### src/common/bp_addr_pkg.sv
package bp_addr_pkg;

    parameter int XLEN        = 32;
    parameter int BYTE_OFFSET = 2;    // Word aligned PCs, low bits ignored
    parameter int INSTR_BYTES = 4;

    typedef logic [XLEN-1:0] addr_t;

    // Bits left for the tag once index and byte offset are taken
    function automatic int tag_width(input int index_width);
        return XLEN - index_width - BYTE_OFFSET;
    endfunction

    // Fall-through address of a branch
    function automatic addr_t pc_next(input addr_t pc);
        return pc + addr_t'(INSTR_BYTES);
    endfunction

endpackage

### src/common/bp_state_pkg.sv
package bp_state_pkg;

    // 2-bit saturating counter, MSB is the taken prediction
    typedef enum logic [1:0] {
        CTR_STRONG_NT = 2'b00,
        CTR_WEAK_NT   = 2'b01,
        CTR_WEAK_T    = 2'b10,
        CTR_STRONG_T  = 2'b11
    } ctr_state_e;

    // Why the front end has to be redirected
    typedef enum logic [1:0] {
        REDIR_NONE      = 2'b00,
        REDIR_DIRECTION = 2'b01,   // Taken bit was wrong
        REDIR_TARGET    = 2'b10    // Taken both times, different target
    } redirect_e;

endpackage

### src/common/btb_if.sv
`timescale 1ns/1ps

interface btb_if
    import bp_addr_pkg::*;
#(
    parameter int INDEX_WIDTH = 6
);

    localparam int TAG_WIDTH = tag_width(INDEX_WIDTH);

    // Read side, combinational
    logic [INDEX_WIDTH-1:0] rd_index;
    logic [TAG_WIDTH-1:0]   rd_tag;
    logic                   rd_hit;
    addr_t                  rd_target;

    // Write side, lands on the next rising edge
    logic                   wr_en;
    logic [INDEX_WIDTH-1:0] wr_index;
    logic [TAG_WIDTH-1:0]   wr_tag;
    addr_t                  wr_target;

    modport lookup_mp (
        output rd_index, rd_tag,
        input  rd_hit, rd_target
    );

    modport resolve_mp (
        output wr_en, wr_index, wr_tag, wr_target
    );

    modport table_mp (
        input  rd_index, rd_tag, wr_en, wr_index, wr_tag, wr_target,
        output rd_hit, rd_target
    );

endinterface

### src/design/gshare_predictor_top.sv
`timescale 1ns/1ps

module gshare_predictor_top
    import bp_addr_pkg::*;
    import bp_state_pkg::*;
#(
    parameter int INDEX_WIDTH   = 6,
    parameter int HISTORY_WIDTH = 5
) (
    input  logic                     clk_i,
    input  logic                     rst_ni,

    // Lookup request
    input  logic                     lookup_valid_i,
    input  addr_t                    lookup_pc_i,

    // Resolution from execute
    input  logic                     update_valid_i,
    input  addr_t                    update_pc_i,
    input  logic                     update_taken_i,
    input  addr_t                    update_target_i,
    input  logic [HISTORY_WIDTH-1:0] update_ghr_i,
    input  logic                     update_pred_taken_i,
    input  addr_t                    update_pred_target_i,

    // Prediction result
    output logic                     pred_valid_o,
    output addr_t                    pred_pc_o,
    output logic                     pred_taken_o,
    output addr_t                    pred_target_o,
    output logic [HISTORY_WIDTH-1:0] pred_ghr_o,

    // Redirect
    output logic                     mispredict_o,
    output addr_t                    redirect_pc_o,
    output redirect_e                redirect_cause_o
);

    logic [HISTORY_WIDTH-1:0] ghr;
    addr_t                    pht_rd_pc;
    ctr_state_e               ctr_state;
    logic                     pht_wr_en;
    addr_t                    pht_wr_pc;
    logic [HISTORY_WIDTH-1:0] pht_wr_ghr;
    logic                     pht_wr_taken;

    btb_if #(.INDEX_WIDTH(INDEX_WIDTH)) btb ();

    lookup_stage #(
        .INDEX_WIDTH   (INDEX_WIDTH),
        .HISTORY_WIDTH (HISTORY_WIDTH)
    ) u_lookup (
        .clk_i          (clk_i),
        .rst_ni         (rst_ni),
        .lookup_valid_i (lookup_valid_i),
        .lookup_pc_i    (lookup_pc_i),
        .ghr_i          (ghr),
        .ctr_state_i    (ctr_state),
        .btb            (btb.lookup_mp),
        .pht_pc_o       (pht_rd_pc),
        .pred_valid_o   (pred_valid_o),
        .pred_pc_o      (pred_pc_o),
        .pred_taken_o   (pred_taken_o),
        .pred_target_o  (pred_target_o),
        .pred_ghr_o     (pred_ghr_o)
    );

    resolve_stage #(
        .INDEX_WIDTH   (INDEX_WIDTH),
        .HISTORY_WIDTH (HISTORY_WIDTH)
    ) u_resolve (
        .clk_i                (clk_i),
        .rst_ni               (rst_ni),
        .update_valid_i       (update_valid_i),
        .update_pc_i          (update_pc_i),
        .update_taken_i       (update_taken_i),
        .update_target_i      (update_target_i),
        .update_ghr_i         (update_ghr_i),
        .update_pred_taken_i  (update_pred_taken_i),
        .update_pred_target_i (update_pred_target_i),
        .btb                  (btb.resolve_mp),
        .ghr_o                (ghr),
        .pht_wr_en_o          (pht_wr_en),
        .pht_wr_pc_o          (pht_wr_pc),
        .pht_wr_ghr_o         (pht_wr_ghr),
        .pht_wr_taken_o       (pht_wr_taken),
        .mispredict_o         (mispredict_o),
        .redirect_pc_o        (redirect_pc_o),
        .redirect_cause_o     (redirect_cause_o)
    );

    btb_table #(
        .INDEX_WIDTH (INDEX_WIDTH)
    ) u_btb (
        .clk_i  (clk_i),
        .rst_ni (rst_ni),
        .btb    (btb.table_mp)
    );

    // Read side hashed with the live GHR
    pht_table #(
        .HISTORY_WIDTH (HISTORY_WIDTH)
    ) u_pht (
        .clk_i      (clk_i),
        .rst_ni     (rst_ni),
        .rd_pc_i    (pht_rd_pc),
        .rd_ghr_i   (ghr),
        .wr_en_i    (pht_wr_en),
        .wr_pc_i    (pht_wr_pc),
        .wr_ghr_i   (pht_wr_ghr),
        .wr_taken_i (pht_wr_taken),
        .rd_state_o (ctr_state)
    );

endmodule

### src/design/lookup_stage.sv
`timescale 1ns/1ps

module lookup_stage
    import bp_addr_pkg::*;
    import bp_state_pkg::*;
#(
    parameter int INDEX_WIDTH   = 6,
    parameter int HISTORY_WIDTH = 5
) (
    input  logic                     clk_i,
    input  logic                     rst_ni,
    input  logic                     lookup_valid_i,
    input  addr_t                    lookup_pc_i,
    input  logic [HISTORY_WIDTH-1:0] ghr_i,
    input  ctr_state_e               ctr_state_i,
    btb_if.lookup_mp                 btb,
    output addr_t                    pht_pc_o,
    output logic                     pred_valid_o,
    output addr_t                    pred_pc_o,
    output logic                     pred_taken_o,
    output addr_t                    pred_target_o,
    output logic [HISTORY_WIDTH-1:0] pred_ghr_o
);

    logic  taken_d;
    addr_t target_d;

    // Split the PC for the BTB, whole PC goes to the PHT hash
    assign btb.rd_index = lookup_pc_i[INDEX_WIDTH+BYTE_OFFSET-1:BYTE_OFFSET];
    assign btb.rd_tag   = lookup_pc_i[XLEN-1:INDEX_WIDTH+BYTE_OFFSET];
    assign pht_pc_o     = lookup_pc_i;

    // Taken needs both a known target and a taken counter
    assign taken_d  = btb.rd_hit && ctr_state_i[1];
    assign target_d = btb.rd_hit ? btb.rd_target : pc_next(lookup_pc_i);

    // Single-cycle result pulse
    always_ff @(posedge clk_i or negedge rst_ni) begin
        if (!rst_ni) begin
            pred_valid_o <= 1'b0;
        end else begin
            pred_valid_o <= lookup_valid_i;
        end
    end

    always_ff @(posedge clk_i) begin
        if (lookup_valid_i) begin
            pred_pc_o     <= lookup_pc_i;
            pred_taken_o  <= taken_d;
            pred_target_o <= target_d;
            pred_ghr_o    <= ghr_i;   // Snapshot returned with the update
        end
    end

endmodule

### src/design/resolve_stage.sv
`timescale 1ns/1ps

module resolve_stage
    import bp_addr_pkg::*;
    import bp_state_pkg::*;
#(
    parameter int INDEX_WIDTH   = 6,
    parameter int HISTORY_WIDTH = 5
) (
    input  logic                     clk_i,
    input  logic                     rst_ni,
    input  logic                     update_valid_i,
    input  addr_t                    update_pc_i,
    input  logic                     update_taken_i,
    input  addr_t                    update_target_i,
    input  logic [HISTORY_WIDTH-1:0] update_ghr_i,
    input  logic                     update_pred_taken_i,
    input  addr_t                    update_pred_target_i,
    btb_if.resolve_mp                btb,
    output logic [HISTORY_WIDTH-1:0] ghr_o,
    output logic                     pht_wr_en_o,
    output addr_t                    pht_wr_pc_o,
    output logic [HISTORY_WIDTH-1:0] pht_wr_ghr_o,
    output logic                     pht_wr_taken_o,
    output logic                     mispredict_o,
    output addr_t                    redirect_pc_o,
    output redirect_e                redirect_cause_o
);

    logic                     valid_q;
    addr_t                    pc_q;
    logic                     taken_q;
    addr_t                    target_q;
    logic [HISTORY_WIDTH-1:0] ghr_snap_q;
    logic                     pred_taken_q;
    addr_t                    pred_target_q;
    logic [HISTORY_WIDTH-1:0] ghr_q;
    redirect_e                cause;

    always_ff @(posedge clk_i or negedge rst_ni) begin
        if (!rst_ni) begin
            valid_q <= 1'b0;
        end else begin
            valid_q <= update_valid_i;
        end
    end

    always_ff @(posedge clk_i) begin
        if (update_valid_i) begin
            pc_q          <= update_pc_i;
            taken_q       <= update_taken_i;
            target_q      <= update_target_i;
            ghr_snap_q    <= update_ghr_i;
            pred_taken_q  <= update_pred_taken_i;
            pred_target_q <= update_pred_target_i;
        end
    end

    // Direction check first, target only matters when both say taken
    always_comb begin
        cause = REDIR_NONE;
        if (valid_q) begin
            if (taken_q != pred_taken_q) begin
                cause = REDIR_DIRECTION;
            end else if (taken_q && (target_q != pred_target_q)) begin
                cause = REDIR_TARGET;
            end
        end
    end

    assign mispredict_o     = (cause != REDIR_NONE);
    assign redirect_cause_o = cause;
    assign redirect_pc_o    = taken_q ? target_q : pc_next(pc_q);

    // Training writes, land at the next edge
    assign pht_wr_en_o    = valid_q;
    assign pht_wr_pc_o    = pc_q;
    assign pht_wr_ghr_o   = ghr_snap_q;   // Same index the prediction used
    assign pht_wr_taken_o = taken_q;

    assign btb.wr_en     = valid_q && taken_q;   // Only taken branches allocate
    assign btb.wr_index  = pc_q[INDEX_WIDTH+BYTE_OFFSET-1:BYTE_OFFSET];
    assign btb.wr_tag    = pc_q[XLEN-1:INDEX_WIDTH+BYTE_OFFSET];
    assign btb.wr_target = target_q;

    // Non-speculative history, shifts with the table writes
    always_ff @(posedge clk_i or negedge rst_ni) begin
        if (!rst_ni) begin
            ghr_q <= '0;
        end else if (valid_q) begin
            ghr_q <= {ghr_q[HISTORY_WIDTH-2:0], taken_q};
        end
    end

    assign ghr_o = ghr_q;

endmodule

### src/predictor/btb_table.sv
`timescale 1ns/1ps

module btb_table
    import bp_addr_pkg::*;
#(
    parameter int INDEX_WIDTH = 6
) (
    input  logic       clk_i,
    input  logic       rst_ni,
    btb_if.table_mp    btb
);

    localparam int DEPTH     = 2 ** INDEX_WIDTH;
    localparam int TAG_WIDTH = tag_width(INDEX_WIDTH);

    logic [DEPTH-1:0]     valid_q;
    logic [TAG_WIDTH-1:0] tag_q    [DEPTH];
    addr_t                target_q [DEPTH];

    logic                 rd_valid;
    logic                 rd_tag_match;

    // Combinational read port
    assign rd_valid      = valid_q[btb.rd_index];
    assign rd_tag_match  = (tag_q[btb.rd_index] == btb.rd_tag);
    assign btb.rd_hit    = rd_valid && rd_tag_match;
    assign btb.rd_target = target_q[btb.rd_index];

    // Valid bits, all entries empty after reset
    always_ff @(posedge clk_i or negedge rst_ni) begin
        if (!rst_ni) begin
            valid_q <= '0;
        end else if (btb.wr_en) begin
            valid_q[btb.wr_index] <= 1'b1;
        end
    end

    // Tag and target storage
    always_ff @(posedge clk_i) begin
        if (btb.wr_en) begin
            tag_q[btb.wr_index]    <= btb.wr_tag;
            target_q[btb.wr_index] <= btb.wr_target;   // Latest target wins
        end
    end

endmodule

### src/predictor/pht_table.sv
`timescale 1ns/1ps

module pht_table
    import bp_addr_pkg::*;
    import bp_state_pkg::*;
#(
    parameter int HISTORY_WIDTH = 5
) (
    input  logic                     clk_i,
    input  logic                     rst_ni,
    input  addr_t                    rd_pc_i,
    input  logic [HISTORY_WIDTH-1:0] rd_ghr_i,
    input  logic                     wr_en_i,
    input  addr_t                    wr_pc_i,
    input  logic [HISTORY_WIDTH-1:0] wr_ghr_i,
    input  logic                     wr_taken_i,
    output ctr_state_e               rd_state_o
);

    localparam int DEPTH = 2 ** HISTORY_WIDTH;

    ctr_state_e               ctr_q [DEPTH];
    logic [HISTORY_WIDTH-1:0] rd_idx;
    logic [HISTORY_WIDTH-1:0] wr_idx;

    // Gshare hash, PC word bits folded with history
    function automatic logic [HISTORY_WIDTH-1:0] pht_index(
        input addr_t                    pc,
        input logic [HISTORY_WIDTH-1:0] ghr
    );
        return pc[HISTORY_WIDTH+BYTE_OFFSET-1:BYTE_OFFSET] ^ ghr;
    endfunction

    // One step toward the outcome, saturating at both ends
    function automatic ctr_state_e ctr_step(input ctr_state_e s, input logic taken);
        ctr_state_e nxt;
        nxt = s;
        case (s)
            CTR_STRONG_NT: nxt = taken ? CTR_WEAK_NT  : CTR_STRONG_NT;
            CTR_WEAK_NT:   nxt = taken ? CTR_WEAK_T   : CTR_STRONG_NT;
            CTR_WEAK_T:    nxt = taken ? CTR_STRONG_T : CTR_WEAK_NT;
            CTR_STRONG_T:  nxt = taken ? CTR_STRONG_T : CTR_WEAK_T;
            default:       nxt = CTR_WEAK_NT;
        endcase
        return nxt;
    endfunction

    assign rd_idx     = pht_index(rd_pc_i, rd_ghr_i);
    assign wr_idx     = pht_index(wr_pc_i, wr_ghr_i);
    assign rd_state_o = ctr_q[rd_idx];   // Old value until the write edge

    always_ff @(posedge clk_i or negedge rst_ni) begin
        if (!rst_ni) begin
            for (int i = 0; i < DEPTH; i++) begin
                ctr_q[i] <= CTR_WEAK_NT;
            end
        end else if (wr_en_i) begin
            ctr_q[wr_idx] <= ctr_step(ctr_q[wr_idx], wr_taken_i);
        end
    end

endmodule

### config.mk
export PLATFORM = sky130hd
export DESIGN_NAME = gshare_predictor_top
export DESIGN_NICKNAME = d
export VERILOG_FILES = /design/src/common/bp_addr_pkg.sv /design/src/common/bp_state_pkg.sv /design/src/common/btb_if.sv /design/src/design/gshare_predictor_top.sv /design/src/design/lookup_stage.sv /design/src/design/resolve_stage.sv /design/src/predictor/btb_table.sv /design/src/predictor/pht_table.sv
export SDC_FILE = /design/constraint.sdc
export NUM_CORES = 2
export LEC_CHECK = 0
export BUFFER_PORTS_ARGS = -buffer_cell sky130_fd_sc_hd__buf_2
export CAP_MARGIN = 10
export CORE_ASPECT_RATIO = 0.9
export CORE_MARGIN = 3
export CORE_UTILIZATION = 35
export CTS_CLUSTER_DIAMETER = 200
export CTS_CLUSTER_SIZE = 28
export DETAILED_ROUTE_END_ITERATION = 6
export SETUP_SLACK_MARGIN = 0.4
export SLEW_MARGIN = 20
export SYNTH_ARGS = -nofsm -noshare
export SYNTH_HDL_FRONTEND = slang
export SYNTH_SLANG_ARGS = --single-unit
export TNS_END_PERCENT = 50
### constraint.sdc
create_clock -name clk_i -period 16.85 [get_ports clk_i]
set_clock_uncertainty 0.1 [all_clocks]
set_input_delay 4.2125 -clock clk_i [delete_from_list [all_inputs] [get_ports clk_i]]
set_output_delay 4.2125 -clock clk_i [all_outputs]
set_load 0.01 [all_outputs]
# Yosys cells after proc, flatten, opt, wreduce, memory -nomap -nowiden
# Memory sizes are Yosys's and may differ from the RTL's.
# Cells that the tools add are included.
[word_totals]
out_inout_bits = 106
memories = 2
mem_bits_ro = 0
regBits = 308
latchBits = 0
wordCells = 101
ramBits = 3584
[op_classes]
magnitude_cmp = 6
shifts = 0
n_mul = 0
n_bitwise = 5
n_eq_ne = 6
n_reduce_logical = 8
add_sub_neg = 2
muxes = 26
div_mod_pow = 0
[mem_list]
columns = ["name", "words", "width", "rd", "rd_ports_with_merged_regs", "wr", "line_no", "text"]
rows = [
  ["u_btb.target_q", 64, 32, 1, 0, 1, "btb_table.sv:18", "addr_t target_q [DEPTH];"],
  ["u_btb.tag_q", 64, 24, 1, 0, 1, "btb_table.sv:17", "logic [TAG_WIDTH-1:0] tag_q [DEPTH];"],
]
[op_table]
columns = ["cell", "count"]
rows = [
  ["32-bit by 3-bit adder with 32-bit output, second input constant", 2],
  ["64-bit bitwise mux", 1],
  ["32-bit two-way mux", 2],
  ["64-bit OR", 1],
  ["32-bit != test", 1],
  ["24-bit equality test", 1],
  ["2-bit two-way mux", 11],
  ["2-bit binary-select mux with 5-bit select", 2],
  ["6-bit by 7-bit < comparator with 1-bit output, second input constant", 2],
  ["6-bit greater-or-equal comparator, second input constant", 2],
  ["5-bit inverter with 6-bit output", 2],
  ["2-bit demux with 5-bit select", 1],
  ["5-bit bitwise XOR", 2],
  ["2-bit case mux with 4 select lines", 1],
  ["1-bit binary-select mux with 6-bit select", 1],
  ["1-bit demux with 6-bit select", 1],
  ["6-bit by 1-bit greater-or-equal comparator with 1-bit output, second input constant", 1],
  ["1-bit logical AND", 6],
  ["6-bit by 1-bit < comparator with 1-bit output, second input constant", 1],
  ["1-bit two-way mux", 6],
  ["2-bit equality test, second input constant", 2],
  ["2-bit by 1-bit equality test with 1-bit output, second input constant", 1],
  ["2-bit zero test", 1],
  ["2-bit nonzero test", 1],
  ["1-bit != test", 1],
]

# Logic depth before layout (Yosys ltp)
[depth]
word_depth = 9
ltp_mapped = 16
depth_no_buf = 10

# Hierarchy
# Synthesis repeated with hierarchy kept, for this count alone.
[unflattened]
cells_unflattened = 6753
hier_area_um2 = 151201.3
[by_module_without_submodules]
columns = ["module", "cells_each", "instances", "area_per_inst_um2"]
rows = [
  ["btb_table", 5765, 1, 139007.1],
  ["resolve_stage", 340, 1, 4775.8],
  ["pht_table", 349, 1, 3841.2],
  ["lookup_stage", 299, 1, 3577.2],
]

# Worst setup path before layout
# No wires, ideal clock.
[synth_timing]
kind = "input to register"
start = "input port lookup_pc_i[2]"
end = "register u_lookup.pred_target_o[11], data pin"
required_ps = 16488
arrival_ps = 7868
path_buffers = 8
setup_ps = 262
stages = 12
path_slack_ps = 8620
path_cell_list = "buf_6 buf_4 buf_6 buf_6 buf_4 buf_2 clkbuf_1 buf_1 mux4_2 mux4_2 mux4_2 mux2_1"
[synth_via]
elab_chain_len = 4
elab_cells_between_ends = 8
classes_between = "add/sub: 1; eq/ne: 1; mux: 3; reduce/logical: 1; memory: 2"
[synth_rtl]
columns = ["item", "line_no", "text"]
rows = [
  ["start, declared", "gshare_predictor_top.sv:15", "input addr_t lookup_pc_i,"],
  ["memory read 64 x 24 bit or 1-bit binary-select mux with 6-bit select (tied branches)", "n/a", ""],
  ["24-bit equality test or 1-bit two-way mux (tied branches)", "btb_table.sv:25, btb_table.sv:24", ""],
  ["1-bit logical AND", "btb_table.sv:26", "assign btb.rd_hit = rd_valid && rd_tag_match;"],
  ["32-bit two-way mux *", "lookup_stage.sv:35", "assign target_d = btb.rd_hit ? btb.rd_target : pc_next(lookup_pc_i);"],
  ["net u_lookup.target_d[11]", "lookup_stage.sv:26", "addr_t target_d;"],
  ["end signal, assigned", "lookup_stage.sv:50", "pred_target_o <= target_d;"],
  ["end, declared", "lookup_stage.sv:21", "output addr_t pred_target_o,"],
]
# Mark *: on every way through the listed nets, which the timed path passes. The rest lies on a longest branch. The select of a mux whose other input is x is not followed.
# A chain may end at the register's enable or synchronous reset.

# Worst setup path in the final report
[layout_timing]
start = "input port lookup_pc_i[2]"
end = "register u_lookup.pred_target_o[10], data pin"
# Same word-level chain as after synthesis.

==> impl_metrics.tcl <==
set metrics [dict create \
    port_buffers 244 \
    internal-power_mw 13.22 \
    dr_total_vias 74040 \
    fill_cells 37430 \
    synthAdderAreaFrac_pct 0.03003 \
    worstPathMaxFanout 80 \
    rows 227 \
    cp.required_ns 17.40 \
    die_area_um2 436500 \
    p_clk_share_pct 27.8 \
    cap_violations 0 \
    r2r-end "u_btb.target_q[42][3]" \
    crit_start "lookup_pc_i[2]" \
    grt_first_pass_wirelength_um 633800 \
    holdWs_ns 0.3724 \
    swShare_pct 22.69 \
    synth_cells 6419 \
    synth_top_area_cell "edfxtp_1" \
    route.met2.wl_um 222200 \
    grt-ovfl-total 0 \
    finalWirelength_um 470800 \
    synth_area_leaders "edfxtp_1 75%, mux4_2 16%, dfrtp_1 1.7%" \
    postSynth.asyncResetShare_pct 3.469 \
    dr.pass1.iters 5 \
    reg2regPathDepth 8 \
    status "finished clean" \
    crit_chain "buf_12 -> buf_4 -> buf_6 -> mux4_2 -> a22oi_1 -> a21oi_1 -> nor4_1 -> xnor2_1 -> or4_1 -> nor4_4 -> buf_4 -> mux2_2" \
    hold_buffers 0 \
    power_switching_mw 3.878 \
    clk_pin_slew_ns 0.11 \
    slew_headroom_pct 10.70 \
    reg2reg_slack_ns 11.34 \
    cp_common_cell "buf_4" \
    synth_cell_type_count 71 \
    slowest_delay_ns 1.07 \
    dr.max_layer_used "met5" \
    synth_area_um2 150000 \
    pin_count 245 \
    arrival_ns 10.91 \
    dp_hpwl_um 263900 \
    place_area_um2 159400 \
    viasPerCell 5.962 \
    endpoint "u_lookup.pred_target_o[10]" \
    crit_path_start_kind "input port" \
    min_path_type "flop to flop" \
    reg2reg_from "u_resolve.pht_wr_taken_o" \
    detail-route-antenna-nets 0 \
    pwr-share-seq_pct 64.2 \
    synth_edf_count 3757 \
    drive_gt1_share_pct 30.28 \
    grt_max_degree 139 \
    setup_viol 0 \
    final_core_util_pct 38.48 \
    synth_compound_area_share_pct 1.238 \
    syn_nets 6560 \
    cts.htree.levels 4 \
    tightest_slew_ns 1.331 \
    drt-wirelength-per-cell_um 37.91 \
    yosys_warnings 0 \
    cp_slowest_cell "nor4_1" \
    clock_latency_ns 0.94 \
    wl_met1_um 178800 \
    synth-seq-cells 3892 \
    final_cell_mix "3757 x edfxtp_1, 1089 x mux4_2, 255 x buf_4" \
    power_density_nw_per_um2 104.3 \
    worst_slack_ns 6.492 \
    first_iter_violations 12710 \
    finalPower_mw 17.09 \
    rsz0062_at_grt "no" \
    synth_top_area_share_pct 75.21 \
    finalInstanceArea_um2 163800 \
    slew_violations 0 \
    crit_type "input port to flop" \
    gp_congestion 0.8649 \
    finalCriticalPeriod_ns 10.36 \
    final_common_cell "edfxtp_1" \
    tritoncts "built" \
    syn_avg_cell_area_um2 23.37 \
    synth-simple-area-share_pct 1.687 \
    muxShareOfSynthArea_pct 17.81 \
    finalSetupTns_ns 0 \
    fmax_ghz 0.09655 \
    chipWidth_um 696.1 \
    cts_setup_buffers 0 \
    place_ws_ns 5.338 \
    seq_area_frac_synth_pct 77.49 \
    grt_usage_pct 21.19 \
    clockRootBuffer "clkbuf_16" \
    synth_xor_area_share_pct 0.6948 \
    drc_errors 0 \
    numCtsBuffers 163 \
    antenna_found_initial 31 \
    period_share_pct 61.47 \
    clock-sinks 3892 \
    die_h_um 627.1 \
    grt_pass1_vias 72200 \
    post_cts_resized 0 \
    nNetsFinal 6900 \
    ys.flop_type "edfxtp_1" \
    met3WireLength_um 44940 \
    max-clock-path-buffers 4 \
    syn_to_final_growth_pct 9.221 \
    fin_cells 12420 \
    coreArea_um2 425800 \
    p_leak_nw 50.05 \
    ir_drop_uv 76.48 \
    initial_core_util_pct 35.23 \
    hold_viol_final 0 \
    combPwrFrac_pct 8.0 \
    synth_top_family_by_area "multiplexers" \
    dp.cells 12200 \
    critPathCaptureType "flop" \
]
## state kept, by name (all words and copies together) (netlist names)
signal,flops
u_pht.ctr_q,64
u_lookup.pred_taken_o,1
u_resolve.pred_taken_q,1
u_lookup.pred_valid_o,1
u_btb.valid_q,64
u_resolve.ghr_o,5
u_resolve.pht_wr_taken_o,1
u_lookup.pred_ghr_o,5
u_resolve.pht_wr_pc_o,32
u_btb.tag_q,1536
u_resolve.pht_wr_en_o,1
u_btb.target_q,2048
u_resolve.pht_wr_ghr_o,5
u_lookup.pred_target_o,32
u_resolve.btb.wr_target,32
u_lookup.pred_pc_o,32
u_resolve.pred_target_q,32
## synthesized netlist by cell type (4+ instances only)
cell	number
and3_1	22
clkbuf_1	180
nand4_1	32
and2_1	7
nand2b_1	4
o22ai_1	16
a31oi_1	5
nand3_1	52
edfxtp_1	3757
inv_1	9
o211ai_1	5
a211oi_1	7
a32oi_1	9
xnor2_1	75
nand2_1	122
or3_1	9
mux2i_1	90
buf_4	32
o221ai_1	17
buf_1	58
or3b_2	6
buf_6	15
mux2_1	20
a311oi_1	4
dfstp_2	32
o21a_1	4
buf_2	44
xor2_1	44
o21ai_0	44
a21oi_1	37
mux4_2	1089
a221oi_1	18
nor2b_1	9
a22o_1	10
nor4_1	19
dfrtp_1	103
nand3b_1	7
mux2_2	94
nor2_1	136
or2_2	69
a22oi_1	63
a211o_1	7
## cell families after synthesis
group | Yosys count
buf+inv | 341
fa+ha+maj | 4
simple gates | 508
compound gates | 262
flops | 3892
xor+xnor | 119
mux | 1293
## worst min-delay path by stage
stage | from | endpoint | slack, ns | cells past startpoint
finish | u_btb.valid_q[23] | u_btb.valid_q[23] | 0.37 | 1
global route | u_btb.valid_q[23] | u_btb.valid_q[23] | 0.39 | 1
CTS | u_btb.valid_q[23] | u_btb.valid_q[23] | 0.38 | 1
detailed placement | u_btb.valid_q[16] | u_btb.valid_q[16] | 0.35 | 1
global placement | u_btb.valid_q[26] | u_btb.valid_q[26] | 0.35 | 1
floorplan | u_btb.valid_q[10] | u_btb.valid_q[10] | 0.33 | 1
## worst max-delay path, delay by kind of cell
kind / cells / cell delay, ns
simple gates: 3 / 1.89
mux: 2 / 1.04
compound gates: 2 / 0.50
xor+xnor: 1 / 0.23
buf+inv: 4 / 2.57
## layer usage
metal | vias up | GRT usage, %
li1 | 27740 | -
met1 | 41050 | 28.88
met2 | 4485 | 33.73
met3 | 760 | 3.629
met4 | 12 | 9.045
met5 | - | 0
## power by group through the flow
stage,Sequential (mW),Combinational (mW),Clock (mW)
3_5_place_dp,11.2,1.37,0
4_1_cts,11.0,1.37,4.85
3_3_place_gp,11.2,1.34,0
2_1_floorplan,11.3,0.728,0
6_report,11.0,1.37,4.75
5_1_grt,11.0,1.44,5.15
## cell type report
class,count,area [µm²],area share [%]
clock buffer,190,4244,2.590
inverter,11,53.80,0.03284
clock inverter,12,182.7,0.1115
multi-input combinational,2186,32720,19.97
timing repair buffer,505,3346,2.042
sequential,3892,116200,70.95
antenna,13,32.53,0.01986
tap,5610,7019,4.284
No activity file was read; power rests on OpenSTA's default activity.
